File: config.mk
export PLATFORM = sky130hd
export DESIGN_NAME = gb_cpu
export DESIGN_NICKNAME = d
export VERILOG_FILES = /design/src/source/gb_pkg.sv /design/src/source/gb_ifs.sv /design/src/source/gb_alu.sv /design/src/source/gb_cpu.sv /design/src/source/gb_decoder.sv /design/src/source/gb_regfile.sv /design/src/source/gb_sequencer.sv
export SDC_FILE = /design/constraint.sdc
export NUM_CORES = 1
export LEC_CHECK = 0
export ABC_AREA = 1
export BUFFER_PORTS_ARGS = -buffer_cell sky130_fd_sc_hd__buf_2
export CAP_MARGIN = 5
export CORE_ASPECT_RATIO = 1.1
export CORE_MARGIN = 3
export CORE_UTILIZATION = 35
export DETAILED_ROUTE_END_ITERATION = 12
export PLACE_DENSITY = 0.47
export SLEW_MARGIN = 5
export SYNTH_ARGS = -nofsm -noshare
export SYNTH_HDL_FRONTEND = slang
export SYNTH_SLANG_ARGS = --single-unit
File: constraint.sdc
create_clock -name clock -period 11.48 [get_ports clock]
set_input_delay 1.722 -clock clock [delete_from_list [all_inputs] [get_ports clock]]
set_output_delay 1.722 -clock clock [all_outputs]
set_load 0.02 [all_outputs]
File: src/source/gb_pkg.sv
// Shared types, field encodings and constants for the Game Boy style CPU core.
// Modules import it inside their body; port lists use scoped names.
package gb_pkg;

	typedef logic [7:0]  byte_t;
	typedef logic [15:0] addr_t;
	typedef logic [3:0]  flags_t;	// Z N H C
	typedef logic [2:0]  reg_sel_t;
	typedef logic [1:0]  pair_sel_t;
	typedef logic [3:0]  alu_op_t;
	typedef logic [3:0]  instr_t;
	typedef logic [2:0]  cond_t;
	typedef logic [4:0]  cycle_cnt_t;

	typedef enum logic [1:0] {ST_FETCH, ST_EXEC, ST_HALT} seq_state_t;

	// register selects follow the opcode field
	localparam reg_sel_t REG_B = 3'd0, REG_C = 3'd1, REG_D = 3'd2, REG_E = 3'd3;
	localparam reg_sel_t REG_H = 3'd4, REG_L = 3'd5, REG_NONE = 3'd6, REG_A = 3'd7;

	localparam pair_sel_t PAIR_BC = 2'd0, PAIR_DE = 2'd1, PAIR_HL = 2'd2, PAIR_SP_AF = 2'd3;

	localparam alu_op_t ALU_ADD = 4'd0, ALU_ADC = 4'd1, ALU_SUB = 4'd2, ALU_SBC = 4'd3;
	localparam alu_op_t ALU_AND = 4'd4, ALU_XOR = 4'd5, ALU_OR = 4'd6, ALU_CP = 4'd7;
	localparam alu_op_t ALU_INC = 4'd8, ALU_DEC = 4'd9;

	localparam instr_t I_NOP = 4'd0, I_HALT = 4'd1, I_LD_R_D8 = 4'd2, I_LD_R_R = 4'd3;
	localparam instr_t I_LD_RR_D16 = 4'd4, I_ALU_R = 4'd5, I_ALU_D8 = 4'd6, I_INCDEC = 4'd7;
	localparam instr_t I_JP = 4'd8, I_JR = 4'd9, I_LDH_A8_A = 4'd10, I_PUSH = 4'd11;

	localparam cond_t COND_NZ = 3'd0, COND_Z = 3'd1, COND_NC = 3'd2, COND_C = 3'd3;
	localparam cond_t COND_ALWAYS = 3'd4;

	localparam addr_t RESET_PC = 16'h0000;
	localparam addr_t RESET_SP = 16'hFFFE;

	localparam byte_t RESET_A = 8'h11, RESET_F = 8'h80, RESET_B = 8'h00, RESET_C = 8'h00;
	localparam byte_t RESET_D = 8'hFF, RESET_E = 8'h56, RESET_H = 8'h00, RESET_L = 8'h0D;

	localparam byte_t HIGH_PAGE = 8'hFF;

	localparam int MCYCLE = 4;	// clocks per machine cycle
	localparam int FETCH_CLOCKS = 4;

endpackage

File: src/source/gb_ifs.sv
// Internal buses of the CPU core: register file port and ALU port.
`timescale 1ns/1ps

interface gb_reg_if;
	import gb_pkg::*;

	reg_sel_t  rd_sel;
	byte_t     rd_data;
	reg_sel_t  wr_sel;
	byte_t     wr_data;
	logic      wr_en;
	pair_sel_t pair_sel;
	byte_t     pair_hi;
	byte_t     pair_lo;
	logic      pair_en;
	flags_t    flags_wr;
	flags_t    flags_mask;
	logic      flags_en;
	flags_t    flags;
	byte_t     acc;

	modport seq (output rd_sel, wr_sel, wr_data, wr_en, pair_sel, pair_hi, pair_lo, pair_en,
		flags_wr, flags_mask, flags_en, input rd_data, flags, acc);
	modport rf (input rd_sel, wr_sel, wr_data, wr_en, pair_sel, pair_hi, pair_lo, pair_en,
		flags_wr, flags_mask, flags_en, output rd_data, flags, acc);
endinterface

interface gb_alu_if;
	import gb_pkg::*;

	byte_t   a;
	byte_t   b;
	alu_op_t op;
	logic    carry_in;
	byte_t   result;	// valid the clock after issue
	flags_t  znhc;

	modport seq (output a, b, op, carry_in, input result, znhc);
	modport alu (input a, b, op, carry_in, output result, znhc);
endinterface

File: src/source/gb_alu.sv
// 8-bit ALU with registered result and Z N H C flags.
// Operands presented on one clock give result and flags after that edge.
`timescale 1ns/1ps

module gb_alu (
	input logic clock,
	input logic rst,
	gb_alu_if.alu alu
);
	import gb_pkg::*;

	byte_t      opb;
	logic       cin;
	logic [8:0] add9, sub9;
	logic [4:0] add5, sub5;
	byte_t      res;
	logic       h, c, n;

	always_comb begin
		opb = (alu.op == ALU_INC || alu.op == ALU_DEC) ? 8'd1 : alu.b;
		cin = (alu.op == ALU_ADC || alu.op == ALU_SBC) ? alu.carry_in : 1'b0;
		add9 = {1'b0, alu.a} + {1'b0, opb} + {8'd0, cin};
		add5 = {1'b0, alu.a[3:0]} + {1'b0, opb[3:0]} + {4'd0, cin};
		sub9 = {1'b0, alu.a} - {1'b0, opb} - {8'd0, cin};	// bit 8 is the borrow
		sub5 = {1'b0, alu.a[3:0]} - {1'b0, opb[3:0]} - {4'd0, cin};
		n = 1'b0;
		case (alu.op)
			ALU_ADD, ALU_ADC, ALU_INC: begin
				res = add9[7:0];
				h = add5[4];
				c = add9[8];
			end
			ALU_AND: begin
				res = alu.a & opb;
				h = 1'b1;
				c = 1'b0;
			end
			ALU_XOR: begin
				res = alu.a ^ opb;
				h = 1'b0;
				c = 1'b0;
			end
			ALU_OR: begin
				res = alu.a | opb;
				h = 1'b0;
				c = 1'b0;
			end
			default: begin	// sub, sbc, cp, dec
				res = sub9[7:0];
				h = sub5[4];
				c = sub9[8];
				n = 1'b1;
			end
		endcase
		if (alu.op == ALU_INC || alu.op == ALU_DEC)
			c = alu.carry_in;	// inc/dec keep carry
	end

	always_ff @(posedge clock) begin
		if (rst) begin
			alu.result <= '0;
			alu.znhc <= '0;
		end else begin
			alu.result <= res;
			alu.znhc <= {res == 8'd0, n, h, c};
		end
	end

endmodule

File: src/source/gb_cpu.sv
// Top level of the CPU core: decoder, sequencer, register file and ALU.
// Memory answers data_in combinationally from addr.
`timescale 1ns/1ps

module gb_cpu (
	input  logic          clock,
	input  logic          rst,
	output gb_pkg::addr_t addr,
	input  gb_pkg::byte_t data_in,
	output gb_pkg::byte_t data_out,
	output logic          re,
	output logic          we,
	output gb_pkg::addr_t pc,
	output logic          halted
);
	import gb_pkg::*;

	byte_t     opcode;
	instr_t    instr;
	reg_sel_t  dst, src;
	pair_sel_t pair;
	alu_op_t   alu_op;
	cond_t     cond;

	gb_reg_if reg_bus ();
	gb_alu_if alu_bus ();

	gb_decoder i_decoder (.opcode, .instr, .dst, .src, .pair, .alu_op, .cond);

	gb_sequencer i_sequencer (.clock, .rst, .instr, .dst, .src, .pair, .alu_op, .cond,
		.opcode, .regs(reg_bus), .alu(alu_bus), .addr, .data_in, .data_out, .re, .we,
		.pc, .halted);

	gb_regfile i_regfile (.clock, .rst, .rf(reg_bus));

	gb_alu i_alu (.clock, .rst, .alu(alu_bus));

endmodule

File: src/source/gb_decoder.sv
// Opcode decoder: instruction class plus register, pair, ALU and condition fields.
// Opcodes outside the supported subset decode as nop.
`timescale 1ns/1ps

module gb_decoder (
	input  gb_pkg::byte_t     opcode,
	output gb_pkg::instr_t    instr,
	output gb_pkg::reg_sel_t  dst,
	output gb_pkg::reg_sel_t  src,
	output gb_pkg::pair_sel_t pair,
	output gb_pkg::alu_op_t   alu_op,
	output gb_pkg::cond_t     cond
);
	import gb_pkg::*;

	logic dst_ok, src_ok;

	assign dst = opcode[5:3];
	assign src = opcode[2:0];
	assign pair = opcode[5:4];
	assign dst_ok = opcode[5:3] != REG_NONE;	// (HL) forms are not supported
	assign src_ok = opcode[2:0] != REG_NONE;

	always_comb begin
		instr = I_NOP;
		alu_op = {1'b0, opcode[5:3]};
		cond = {1'b0, opcode[4:3]};
		casez (opcode)
			8'h76: instr = I_HALT;
			8'b00??_?110: if (dst_ok) instr = I_LD_R_D8;
			8'b01??_????: if (dst_ok && src_ok) instr = I_LD_R_R;
			8'b00??_0001: instr = I_LD_RR_D16;
			8'b10??_????: if (src_ok) instr = I_ALU_R;
			8'b11??_?110: instr = I_ALU_D8;
			8'b00??_?10?: begin
				if (dst_ok) instr = I_INCDEC;
				alu_op = opcode[0] ? ALU_DEC : ALU_INC;
			end
			8'hC3: begin
				instr = I_JP;
				cond = COND_ALWAYS;
			end
			8'hC2, 8'hCA, 8'hD2, 8'hDA: instr = I_JP;
			8'h18: begin
				instr = I_JR;
				cond = COND_ALWAYS;
			end
			8'h20, 8'h28, 8'h30, 8'h38: instr = I_JR;
			8'hE0: instr = I_LDH_A8_A;
			8'b11??_0101: instr = I_PUSH;
			default: instr = I_NOP;
		endcase
	end

endmodule

File: src/source/gb_regfile.sv
// General registers B C D E H L A and flag register F.
// Byte, pair and masked flag writes; one combinational read port.
`timescale 1ns/1ps

module gb_regfile (
	input logic clock,
	input logic rst,
	gb_reg_if.rf rf
);
	import gb_pkg::*;

	byte_t  regs [8];	// slot REG_NONE stays unused
	flags_t flags;

	always_ff @(posedge clock) begin
		if (rst) begin
			regs[REG_B] <= RESET_B;
			regs[REG_C] <= RESET_C;
			regs[REG_D] <= RESET_D;
			regs[REG_E] <= RESET_E;
			regs[REG_H] <= RESET_H;
			regs[REG_L] <= RESET_L;
			regs[REG_A] <= RESET_A;
			flags <= RESET_F[7:4];
		end else begin
			if (rf.wr_en && rf.wr_sel != REG_NONE)
				regs[rf.wr_sel] <= rf.wr_data;
			if (rf.pair_en && rf.pair_sel != PAIR_SP_AF) begin	// SP lives in the sequencer
				regs[{rf.pair_sel, 1'b0}] <= rf.pair_hi;
				regs[{rf.pair_sel, 1'b1}] <= rf.pair_lo;
			end
			if (rf.flags_en)
				flags <= (flags & ~rf.flags_mask) | (rf.flags_wr & rf.flags_mask);
		end
	end

	// REG_NONE reads F, low nibble zero, for push AF
	assign rf.rd_data = (rf.rd_sel == REG_NONE) ? {flags, 4'b0000} : regs[rf.rd_sel];
	assign rf.flags = flags;
	assign rf.acc = regs[REG_A];

endmodule

File: src/source/gb_sequencer.sv
// Instruction sequencer: fetch, fixed-length execution steps, PC, SP and bus control.
// Every instruction takes a whole number of 4-clock machine cycles.
`timescale 1ns/1ps

module gb_sequencer (
	input  logic              clock,
	input  logic              rst,
	input  gb_pkg::instr_t    instr,
	input  gb_pkg::reg_sel_t  dst,
	input  gb_pkg::reg_sel_t  src,
	input  gb_pkg::pair_sel_t pair,
	input  gb_pkg::alu_op_t   alu_op,
	input  gb_pkg::cond_t     cond,
	output gb_pkg::byte_t     opcode,
	gb_reg_if.seq             regs,
	gb_alu_if.seq             alu,
	output gb_pkg::addr_t     addr,
	input  gb_pkg::byte_t     data_in,
	output gb_pkg::byte_t     data_out,
	output logic              re,
	output logic              we,
	output gb_pkg::addr_t     pc,
	output logic              halted
);
	import gb_pkg::*;

	seq_state_t state;
	cycle_cnt_t cnt, step, exec_len;
	addr_t      sp;
	byte_t      imm_lo;
	logic       taken, cond_ok, is_jump, short_op, wb_fetch;

	assign halted = state == ST_HALT;
	assign is_jump = instr == I_JP || instr == I_JR;
	assign step = (taken && is_jump) ? cnt - 5'd4 : cnt;	// taken jumps run one cycle longer
	assign short_op = instr == I_NOP || instr == I_LD_R_R || instr == I_ALU_R
		|| instr == I_INCDEC;
	assign wb_fetch = state == ST_FETCH && cnt == 5'd0;

	always_comb begin
		case (cond)
			COND_NZ: cond_ok = !regs.flags[3];
			COND_Z:  cond_ok = regs.flags[3];
			COND_NC: cond_ok = !regs.flags[0];
			COND_C:  cond_ok = regs.flags[0];
			default: cond_ok = 1'b1;
		endcase
		case (instr)
			I_LD_R_D8, I_ALU_D8:     exec_len = cycle_cnt_t'(MCYCLE - 1);
			I_LD_RR_D16, I_LDH_A8_A: exec_len = cycle_cnt_t'(2 * MCYCLE - 1);
			I_PUSH:                  exec_len = cycle_cnt_t'(3 * MCYCLE - 1);
			I_JP:    exec_len = cycle_cnt_t'((cond_ok ? 3 : 2) * MCYCLE - 1);
			default: exec_len = cycle_cnt_t'((cond_ok ? 2 : 1) * MCYCLE - 1);	// jr
		endcase
	end

	// register file and ALU controls
	always_comb begin
		regs.rd_sel = (instr == I_INCDEC) ? dst : src;
		if (instr == I_PUSH) begin
			if (pair == PAIR_SP_AF)
				regs.rd_sel = (cnt >= 5'd8) ? REG_A : REG_NONE;
			else
				regs.rd_sel = {pair, cnt < 5'd8};
		end
		alu.a = (instr == I_INCDEC) ? regs.rd_data : regs.acc;
		alu.b = (instr == I_ALU_D8) ? data_in : regs.rd_data;
		alu.op = alu_op;
		alu.carry_in = regs.flags[0];
		regs.wr_sel = dst;
		regs.wr_data = alu.result;
		regs.wr_en = 1'b0;
		regs.pair_sel = pair;
		regs.pair_hi = data_in;
		regs.pair_lo = imm_lo;
		regs.pair_en = state == ST_EXEC && instr == I_LD_RR_D16 && cnt == 5'd1
			&& pair != PAIR_SP_AF;
		regs.flags_wr = alu.znhc;
		regs.flags_mask = (instr == I_INCDEC) ? 4'b1110 : 4'b1111;
		regs.flags_en = 1'b0;
		if (wb_fetch && instr == I_LD_R_R) begin
			regs.wr_data = regs.rd_data;
			regs.wr_en = 1'b1;
		end
		if (wb_fetch && instr == I_INCDEC) begin
			regs.wr_en = 1'b1;
			regs.flags_en = 1'b1;
		end
		if ((wb_fetch && instr == I_ALU_R)
			|| (state == ST_EXEC && cnt == 5'd0 && instr == I_ALU_D8)) begin
			regs.wr_sel = REG_A;
			regs.wr_en = alu_op != ALU_CP;	// cp only sets flags
			regs.flags_en = 1'b1;
		end
		if (state == ST_EXEC && cnt == 5'd1 && instr == I_LD_R_D8) begin
			regs.wr_data = data_in;
			regs.wr_en = 1'b1;
		end
	end

	always_ff @(posedge clock) begin
		if (rst) begin
			state <= ST_EXEC;	// first edge launches the fetch at RESET_PC
			cnt <= '0;
			opcode <= 8'h00;
			pc <= RESET_PC;
			sp <= RESET_SP;
			addr <= RESET_PC;
			re <= 1'b0;
			we <= 1'b0;
			taken <= 1'b0;
		end else begin
			case (state)
				ST_FETCH: begin
					cnt <= cnt - 5'd1;
					if (cnt == 5'd2) begin	// two clocks after re rose
						opcode <= data_in;
						re <= 1'b0;
					end
					if (cnt == 5'd0) begin
						taken <= cond_ok;
						if (instr == I_HALT) begin
							state <= ST_HALT;
						end else if (short_op) begin
							cnt <= cycle_cnt_t'(FETCH_CLOCKS - 1);
							addr <= pc;
							re <= 1'b1;
							pc <= pc + 16'd1;
						end else begin
							state <= ST_EXEC;
							cnt <= exec_len;
						end
					end
				end
				ST_EXEC: begin
					cnt <= cnt - 5'd1;
					case (instr)
						I_LD_R_D8, I_ALU_D8, I_JR: begin
							if (step == 5'd3) begin
								addr <= pc;
								re <= 1'b1;
								pc <= pc + 16'd1;
							end
							if (step == 5'd1) begin
								re <= 1'b0;
								if (instr == I_JR && taken)
									pc <= pc + {{8{data_in[7]}}, data_in};
							end
						end
						I_LD_RR_D16, I_JP, I_LDH_A8_A: begin
							if (step == 5'd7 || (step == 5'd3 && instr != I_LDH_A8_A)) begin
								addr <= pc;
								re <= 1'b1;
								pc <= pc + 16'd1;
							end
							if (step == 5'd5) begin
								imm_lo <= data_in;
								re <= 1'b0;
								if (instr == I_LDH_A8_A) begin
									addr <= {HIGH_PAGE, data_in};
									data_out <= regs.acc;
									we <= 1'b1;
								end
							end
							if (step == 5'd3 && instr == I_LDH_A8_A)
								we <= 1'b0;
							if (step == 5'd1) begin
								re <= 1'b0;
								if (instr == I_LD_RR_D16 && pair == PAIR_SP_AF)
									sp <= {data_in, imm_lo};
								if (instr == I_JP && taken)
									pc <= {data_in, imm_lo};
							end
						end
						I_PUSH: begin
							if (cnt == 5'd11 || cnt == 5'd7) begin	// high byte first
								sp <= sp - 16'd1;
								addr <= sp - 16'd1;
								data_out <= regs.rd_data;
								we <= 1'b1;
							end
							if (cnt == 5'd9 || cnt == 5'd5)
								we <= 1'b0;
						end
						default: ;
					endcase
					if (cnt == 5'd0) begin	// launch next fetch
						state <= ST_FETCH;
						cnt <= cycle_cnt_t'(FETCH_CLOCKS - 1);
						addr <= pc;
						re <= 1'b1;
						pc <= pc + 16'd1;
					end
				end
				default: ;	// halted until reset
			endcase
		end
	end

endmodule

**Word-level counts from Yosys, hierarchy flattened**

Memory sizes are Yosys's and may differ from the RTL's.
Cells that the tools add are included.

- Bits in registers: 98
- Bits in latches: 0
- RAM bits: 64
- Bits in read-only memories: 0
- Input port bits: 10
- Output and inout bits: 43
- Logic and storage cells: 299
- Memories: 1

Memory list:

| name | depth | bits a word | rd ports | clocked after Yosys merged registers in | wr ports | line | text |
|---|---|---|---|---|---|---|---|
| i_regfile.regs | 8 | 8 | 2 | 0 | 7 | gb_regfile.sv:12 | `byte_t regs [8];` |

- Add/sub/neg operators: 15
- Multipliers: 0
- Div/mod/pow operators: 0
- $lt $le $gt $ge: 2
- Equality and inequality tests: 79
- Shift operators: 0
- Mux-type cells: 115
- Bitwise gates (word level): 8
- Reductions and logical operators: 65

Operators with widths:

| cell | number |
|---|---|
| $mux 16 | 21 |
| $pmux 16 s2 | 4 |
| $mux 8 | 12 |
| $eq 8x8->1 const B | 6 |
| $pmux 16 s3 | 1 |
| $mux 1 | 39 |
| $pmux 4 s9 | 1 |
| $mux 3 | 11 |
| $eq 8x6->1 const B | 4 |
| $pmux 8 s4 | 1 |
| $eq 4x3->1 const B | 7 |
| $eq 5x3->1 const B | 5 |
| $mux 5 | 5 |
| $eq 4x4->1 const B | 6 |
| $reduce_or 8->1 | 3 |
| $logic_and 1x1->1 | 20 |
| $pmux 5 s4 | 1 |
| $add 16x1->16 const B | 1 |
| $add 16x16->16 | 1 |
| $eq 4x2->1 const B | 4 |
| $ne 4x3->1 const B | 4 |
| $pmux 8 s2 | 1 |
| $sub 16x1->16 const B | 1 |
| $ne 3x3->1 const B | 5 |
| other kinds (66) | 120 |

**Logic depth before layout (Yosys ltp)**

Gate-level depths: netlist of run 1.

- Depth in word-level cells: 18
- Mapped depth: 40
- Gate-level depth less buffers: 38

**Modules after synthesis**

From an unflattened synthesis of run 1, not the netlist that was laid out.

- Cell total of the unflattened synthesis: 2,083
- Area total of the unflattened synthesis: 13,477.9 um^2

By module, submodules not included:

| module | times used | cells each | area an instance (um^2) | sequential area each (um^2) |
|---|---|---|---|---|
| gb_sequencer | 1 | 1,299 | 7,826.3 | 1,801.7 |
| gb_regfile | 1 | 422 | 3,517.1 | 1,881.8 |
| gb_alu | 1 | 287 | 1,775.5 | 240.2 |
| gb_decoder | 1 | 75 | 359.1 | 0.0 |

**Worst setup path before layout of run 1**

No wires, ideal clock.

- Path type: input port to flip-flop
- From: input port data_in[0]
- To: register i_alu.alu.znhc[3]
- Library setup time: 64 ps
- Arrival time: 4,227 ps
- Data required time: 11,416 ps
- Setup slack: 7,189 ps
- Stages on the path: 26
- Path buffers: 0
- Cells stage by stage: a21oi_1 nand2_2 inv_1 ha_1 ha_1 inv_1 nand2_2 inv_1 fa_1 inv_1 nand3_1 nand2_1 nand2_1 nand2_1 nand2_1 a21oi_1 nor2_1 a221oi_1 nand2_1 inv_1 nand3_1 nor2_1 nand2_1 nor2_1 nand2_1 nor2_1

- Word-level cells in the longest chain between the ends: 6
- Elaborated cells on any way between the ends: 11
- Classes of those cells: add/sub (4); mux (3); bitwise (3); reduce/logical (1)

Ends and longest elaborated chain:

| what | line | text |
|---|---|---|
| from (decl) | gb_cpu.sv:9 | `input gb_pkg::byte_t data_in,` |
| $mux 8 * | gb_sequencer.sv:67 | `alu.b = (instr == I_ALU_D8) ? data_in : regs.rd_data;` |
| $mux 8 * | gb_alu.sv:20 | `opb = (alu.op == ALU_INC \|\| alu.op == ALU_DEC) ? 8'd1 : alu.b;` |
| $sub 8x8->9 or $add 8x8->9 (tied branches) | gb_alu.sv:24, gb_alu.sv:22 |  |
| $sub 9x1->9 or $add 9x1->9 (tied branches) | gb_alu.sv:24, gb_alu.sv:22 |  |
| $pmux 8 s4 * | gb_alu.sv:27 | `case (alu.op)` |
| $logic_not 8->1 * | gb_alu.sv:65 | `alu.znhc <= {res == 8'd0, n, h, c};` |
| to (signal assigned) | gb_alu.sv:65 |  |
| to (decl) | gb_ifs.sv:39 | `modport alu (input a, b, op, carry_in, output result, znhc);` |

Mark *: on every way between the ends. The rest lies on a longest branch, timed or not.
A chain may end at the register's enable or synchronous reset.

**Worst setup path after layout of run 1**

- From: register i_sequencer.opcode[2]
- To: register i_alu.alu.znhc[3]

- Word-level cells in the longest chain between the ends: 16
- Elaborated cells on any way between the ends: 60
- Classes of those cells: add/sub (4); eq/ne (29); mux (14); bitwise (3); reduce/logical (9); memory (1)

Ends and longest elaborated chain:

| what | line | text |
|---|---|---|
| from (decl) | gb_sequencer.sv:14 | `output gb_pkg::byte_t opcode,` |
| from (signal assigned) | gb_sequencer.sv:117 | `opcode <= data_in;` |
| parallel branches: the longest is 14 deep, another holds $sub 8x8->9 | -- |  |
| $pmux 8 s4 * | gb_alu.sv:27 |  |
| $logic_not 8->1 * | gb_alu.sv:65 |  |

Mark *: on every way between the ends.

==> reports/qor.yml, run 1 <==
timing:
  post-route-period-util: 0.504
  relSlewSlack: 0.237
  clock_skew_ns: 0.0141
  fmax_ghz: 0.173
  max_slew.worst_pin.slew_ns: 1.14
  post-route-min-period_ns: 5.79
  finalSetupTns_ns: 0
  rsz0062_at_grt: "no"
  drv_slew: 0
  setup_violations: 0
  hold_viol: 0
yosys:
  synth_ff_type: "dfxtp_1"
  synth_common_cells: "nand2_1, inv_1, o21ai_0"
  synth_area_leaders: "edfxtp_1, dfxtp_1, nand2_1, o21ai_0, inv_1"
  synth.avg_cell_area_um2: 7.09
  synth_xor_xnor_area_share: 0.0285
  syn_inst: 1689
  synth_cell_type_count: 60
  yosysMostFrequentCell: "nand2_1"
  synthAdderAreaFrac: 0.0614
  synth_simple_gate_area_share: 0.251
  async_flop_share: 0
  synth.ff_latch_count: 158
  seq_area_frac_synth: 0.328
  synth-compound-area-share: 0.232
  synth_top_area_share: 0.191
  synth_top_area_cell: "edfxtp_1"
  synth_warnings: 0
  synth.area.mux_share: 0
  synth.cell_area_mm2: 0.0120
  synth_top_family_by_area: "simple AND/OR/NAND/NOR gates"
  synth-edff-count: 76
outcome:
  status: "complete, no violations"
cts:
  clock-sinks: 158
  cts_max_level: 4
  cts_hold_buf: 0
  cts_setup_buffers: 0
  cts_tree: "done"
  cts_resized: 0
  insertion_delay_ns: 0.45
  clockBufferDepth: 2
  clk_pin_slew_ns: 0.07
  cts-buffers-inserted: 17
  root_buffer: "clkbuf_16"
place:
  dp.final_hpwl_um: 32600
  gp_congestion: 0.913
  port_buffers: 52
cells_and_area:
  diodes: 0
  num-fill-cells: 3625
  syn_to_final_growth_pct: 9.20
  drive_gt1_frac: 0.119
  nNetsFinal: 1766
setup_path:
  crit_type: "register to register"
  max_stage_delay_ns: 0.74
  cp_max_fo: 24
  crit_path_frequent_cell: "nand2_1"
  crit_path_start_kind: "register"
  arrival_ns: 6.17
  cpMaxStageDelayCell: "nand3_1"
  r2r_slack_ns: 5.69
  critPathRequiredTime_ns: 11.86
  cp-end-kind: "register"
routing:
  viasPerCell: 5.51
  drt-initial-drc-count: 862
  firstDrtPassIters: 5
  drc: 0
  wirelength_um: 45000
  vias: 11800
  wire_per_inst_um: 21.0
  ant_nets: 0
global_route:
  grt_util_all_layers: 0.246
  grt-ovfl-total: 0
  grt_pass1_vias: 11600
  grt_max_degree: 72
  grt_pass1_wl_um: 69200
  antenna_found_initial: 0
floorplan:
  fp.coreArea_mm2: 0.0335
  dieArea_mm2: 0.0365
  die_width_um: 182
  core.rowCount: 70
  io_pins: 53
  start_util: 0.358
  die_h_um: 200
pwr:
  power.density_mw_per_mm2: 214
  vdd_ir_drop_max_mv: 0.140
  p_total_uw: 2800
  p_leak_uw: 0.00567
run:
  maxCapViolCount: 0
min_path:
  hold_path_class: "register to register"
## routing by layer
metal / vias up / global-route usage / part of all wire
li1: 5766 / - / -
met4: 0 / 0.0748 / 0.024
met3: 74 / 0.0346 / 0.049
met1: 5641 / 0.309 / 0.42
met5: - / 0 / 0
met2: 342 / 0.440 / 0.51
## critical path, delay by kind of cell, from the launching register on
family	cells	cell delay, ns
simple gates	23	3.24
fa+ha+maj	3	0.83
compound gates	3	0.59
flops	1	0.55
buf+inv	7	0.52
## flip-flops by register name, indices dropped and copies added (netlist names), named ones only
| register | count |
|---|---|
| i_sequencer.re | 1 |
| i_sequencer.state | 2 |
| i_alu.alu.znhc | 4 |
| i_sequencer.data_out | 8 |
| i_alu.alu.result | 8 |
| i_sequencer.opcode | 8 |
| i_sequencer.we | 1 |
| i_sequencer.addr | 16 |
| i_sequencer.sp | 16 |
| i_sequencer.taken | 1 |
| i_sequencer.cnt | 5 |
| i_sequencer.regs.pair_lo | 8 |
| i_regfile.rf.flags | 3 |
| i_regfile.regs | 60 |
| i_sequencer.pc | 16 |
## power breakdown
part | internal (µW) | switching [µW]
sequential | 675 | 109
combinational | 453 | 972
clock | 313 | 277
## layout by cell type (no fill, tap or decap), types with 6 or more instances in the layout
| cell | count |
|---|---|
| a21oi_1 | 131 |
| inv_2 | 28 |
| inv_6 | 6 |
| a22oi_1 | 8 |
| clkbuf_16 | 17 |
| nand2_2 | 20 |
| ha_1 | 54 |
| nand4_1 | 10 |
| nand2_1 | 328 |
| xor2_1 | 33 |
| a31oi_1 | 9 |
| o22ai_1 | 36 |
| o221ai_1 | 6 |
| nand3_2 | 11 |
| nor2_1 | 130 |
| inv_1 | 192 |
| o21ai_0 | 168 |
| buf_2 | 52 |
| xnor2_1 | 6 |
| dfxtp_1 | 82 |
| o211ai_1 | 52 |
| nand3_1 | 98 |
| or2_2 | 10 |
| nor2_2 | 10 |
| buf_4 | 8 |
| o21ai_1 | 35 |
| edfxtp_1 | 76 |
| nor3_1 | 13 |
## stage by stage
stage | area [µm²] | cells | util | hold WS (ns) | worst slack, ns
finish | 13100 | 2144 | 0.391 | 0.485 | 5.69
global placement | 12500 | 2112 | 0.373 | 0.471 | 5.87
CTS | 13100 | 2144 | 0.391 | 0.482 | 5.75
floorplan | 12000 | 1692 | - | 0.406 | 7.19
detailed placement | 12500 | 2112 | 0.373 | 0.458 | 5.78
global route | 13100 | 2144 | 0.391 | 0.507 | 5.02
## logic make-up (layout without fill, tap and decap cells)
kind of cell,count (synthesis),after routing
buffers and inverters,293,313
other,1,4
xor gates and xnor gates,39,39
adders and majority gates,57,57
AOI/OAI and AO/OA,482,482
DFF,158,158
and+or+nand+nor,659,659
## area by class of cell
class | instances | area [µm²] | share of cell area
Multi-Input combinational cell | 1241 | 6880 | 0.526
Sequential cell | 158 | 3920 | 0.300
Inverter | 221 | 832 | 0.0636
Tap cell | 432 | 541 | 0.0413
Clock buffer | 18 | 439 | 0.0336
Timing Repair Buffer | 60 | 320 | 0.0245
Clock inverter | 14 | 146 | 0.0112
## path summary, 6_finish.rpt
kind	cells after the start	from	to
worst min-delay path	2	i_alu.alu.znhc[3]	i_regfile.rf.flags[3]
worst max register to register	36	i_sequencer.opcode[2]	i_alu.alu.znhc[3]
worst min register to register	2	i_alu.alu.znhc[3]	i_regfile.rf.flags[3]
worst max-delay path	36	i_sequencer.opcode[2]	i_alu.alu.znhc[3]
No activity file was read; power rests on OpenSTA's default activity.
==> inputs of run 2 (changes only) <==
--- a/config.mk
+++ b/config.mk
@@ -12,7 +12,7 @@
 export CORE_MARGIN = 3
 export CORE_UTILIZATION = 35
 export DETAILED_ROUTE_END_ITERATION = 12
-export PLACE_DENSITY = 0.47
+export PLACE_DENSITY = 0.49
 export SLEW_MARGIN = 5
 export SYNTH_ARGS = -nofsm -noshare
 export SYNTH_HDL_FRONTEND = slang
==> constraint.sdc (replaced) <==
create_clock -name clock -period 4.81 [get_ports clock]
set_input_delay 0.7215 -clock clock [delete_from_list [all_inputs] [get_ports clock]]
set_output_delay 0.7215 -clock clock [all_outputs]
set_load 0.02 [all_outputs]
==> run 2 against run 1 <==
Net effect: register-to-register slack worse by 5.3 ns; final area increased by 2.5%; via count increased by 1.8%; clock-buffer cell count grew 1; core utilization up 0.99 points; worst setup slack worse by 5.3 ns; critical endpoint unchanged.
==> reports/qor.yml, run 2 (same netlist as run 1, synthesis figures left out) <==
outcome:
  status: "complete, no violations"
global_route:
  grt_pass1_wl_um: 68500  # -0.91%
  antenna_found_initial: 0  # unchanged
  grt-ovfl-total: 0  # unchanged
  grt_util_all_layers: 0.242  # -0.00366
  grt_max_degree: 72  # unchanged
  grt_pass1_vias: 11700  # +1.1%
cells_and_area:
  multi_input_area_mm2: 0.00697  # +1.3%
  final_common_cell: "nand2_1"
  seqCellArea_mm2: 0.00394  # +0.35%
  largest_register_ffs: 60  # unchanged
  nNetsFinal: 1801  # +2.0%
  drive_gt1_frac: 0.148  # +0.0292
  syn_to_final_growth_pct: 12.0
  largest-register: "i_regfile.regs"
  num-fill-cells: 3592  # -0.91%
  mostFrequentLayoutCells: "nand2_1, inv_1, o21ai_0, a21oi_1, nor2_1"
  diodes: 0  # unchanged
cts:
  cts_max_level: 4  # unchanged
  cts_hold_buf: 0  # unchanged
  root_buffer: "clkbuf_16"
  clockBufferDepth: 2  # unchanged
  clock-sinks: 158  # unchanged
  cts_tree: "done"
  insertion_delay_ns: 0.45  # about the same
  clk_pin_slew_ns: 0.07  # about the same
  cts-buffers-inserted: 17  # unchanged
pwr:
  power.density_mw_per_mm2: 500  # +130%
  p_leak_uw: 0.00582  # +2.7%
  vdd_ir_drop_max_mv: 0.272  # +95%
  p_total_uw: 6710  # +140%
floorplan:
  core.rowCount: 70  # unchanged
  start_util: 0.358  # unchanged
  io_pins: 53  # unchanged
  die_width_um: 182  # unchanged
  dieArea_mm2: 0.0365  # unchanged
  die_h_um: 200  # unchanged
  fp.coreArea_mm2: 0.0335  # unchanged
setup_path:
  cp-end-kind: "register"
  critPathRequiredTime_ns: 5.19  # -6.67 ns
  crit_path_frequent_cell: "nand2_1"
  arrival_ns: 4.76  # -1.41 ns
  crit_path_start_kind: "register"
  cp_max_fo: 6  # -75%
  r2r_slack_ns: 0.43  # -5.26 ns
  crit_type: "register to register"
  max_stage_delay_ns: 0.38  # -0.36 ns
  cpMaxStageDelayCell: "dfxtp_4"
timing:
  drv_slew: 0  # unchanged
  clock_skew_ns: 0.0167  # +0.00254 ns
  relSlewSlack: 0.339  # +0.102
  setup_violations: 0  # unchanged
  post-route-period-util: 0.910  # +0.406
  fmax_ghz: 0.228  # +32%
  hold_viol: 0  # unchanged
  max_slew.worst_pin.slew_ns: 0.992  # -0.153 ns
  post-route-min-period_ns: 4.38  # -1.41 ns
  holdWs_ns: 0.502  # +0.0168 ns
routing:
  ant_nets: 0  # unchanged
  firstDrtPassIters: 5  # unchanged
  routed.top_layer: "met4"
  drc: 0  # unchanged
  viasPerCell: 5.53  # +0.23%
  wirelength_um: 44600  # -0.88%
  wl_met1_um: 18900  # -0.20%
  wire_per_inst_um: 20.5  # -2.4%
  met3_length_um: 2320  # +5.1%
  met2_length_um: 22100  # -3.2%
  vias: 12000  # +1.8%
  drt-initial-drc-count: 922  # +7.0%
place:
  dp.final_hpwl_um: 32700  # +0.24%
  port_buffers: 52  # unchanged
  gp_congestion: 0.901  # -1.2%
min_path:
  hold_path_class: "register to register"
run:
  maxCapViolCount: 0  # unchanged
run 2: path summary, 6_finish.rpt:
path / cells after the start / to / startpoint
worst min register to register: 1 / i_sequencer.cnt[0] / i_sequencer.cnt[0]
worst max register to register: 37 / i_alu.alu.znhc[3] / i_sequencer.cnt[0]
worst max-delay path: 37 / i_alu.alu.znhc[3] / i_sequencer.cnt[0]
worst min-delay path: 1 / i_sequencer.cnt[0] / i_sequencer.cnt[0]
run 2: per-layer routing:
layer  global-route usage  vias to the layer above
li1                     -                     5847
met1                0.301                     5714
met2                0.432                      393
met3               0.0368                       84
met4               0.0810                        0
met5                    0                        -
run 2: worst max-delay path, delay by kind of cell, from the launching register on:
kind	cells	cell delay, ns
AOI/OAI and AO/OA	3	0.50
adders and majority gates	4	0.96
buffers and inverters	7	0.41
DFF	1	0.38
and+or+nand+nor	23	2.06
run 2: repair_timing:
| item | 4_1_cts | 5_1_grt |
|---|---|---|
| setup buffers | 0 | 5 |
| resized for setup | 0 | 32 |
| endpoints found under the setup margin | 0 | 3 |
run 2: layout make-up:
type / instances / share of cell area
sequential: 158 / 0.294
clock inverter: 12 / 0.00830
clock buffer: 19 / 0.0323
multi-input combinational: 1242 / 0.519
inverter: 221 / 0.0622
timing repair buffer: 94 / 0.0438
tap: 432 / 0.0403
run 2: power by group:
| group | internal [µW] | switching, µW |
|---|---|---|
| Clock | 713 | 608 |
| Combinational | 1180 | 2350 |
| Sequential | 1620 | 245 |
run 2: per-stage QoR:
| step | setup WS [ns] | TNS, ns | util | cells | cell area (µm²) |
|---|---|---|---|---|---|
| after detailed placement | 0.204 | 0 | 0.380 | 2141 | 12700 |
| after floorplan | 0.680 | 0 | - | 1692 | 12000 |
| after CTS | 0.177 | 0 | 0.397 | 2172 | 13300 |
| after global placement | 0.279 | 0 | 0.380 | 2141 | 12700 |
| after global routing | -0.0394 | -0.0394 | 0.401 | 2178 | 13400 |
| final | 0.432 | 0 | 0.401 | 2178 | 13400 |
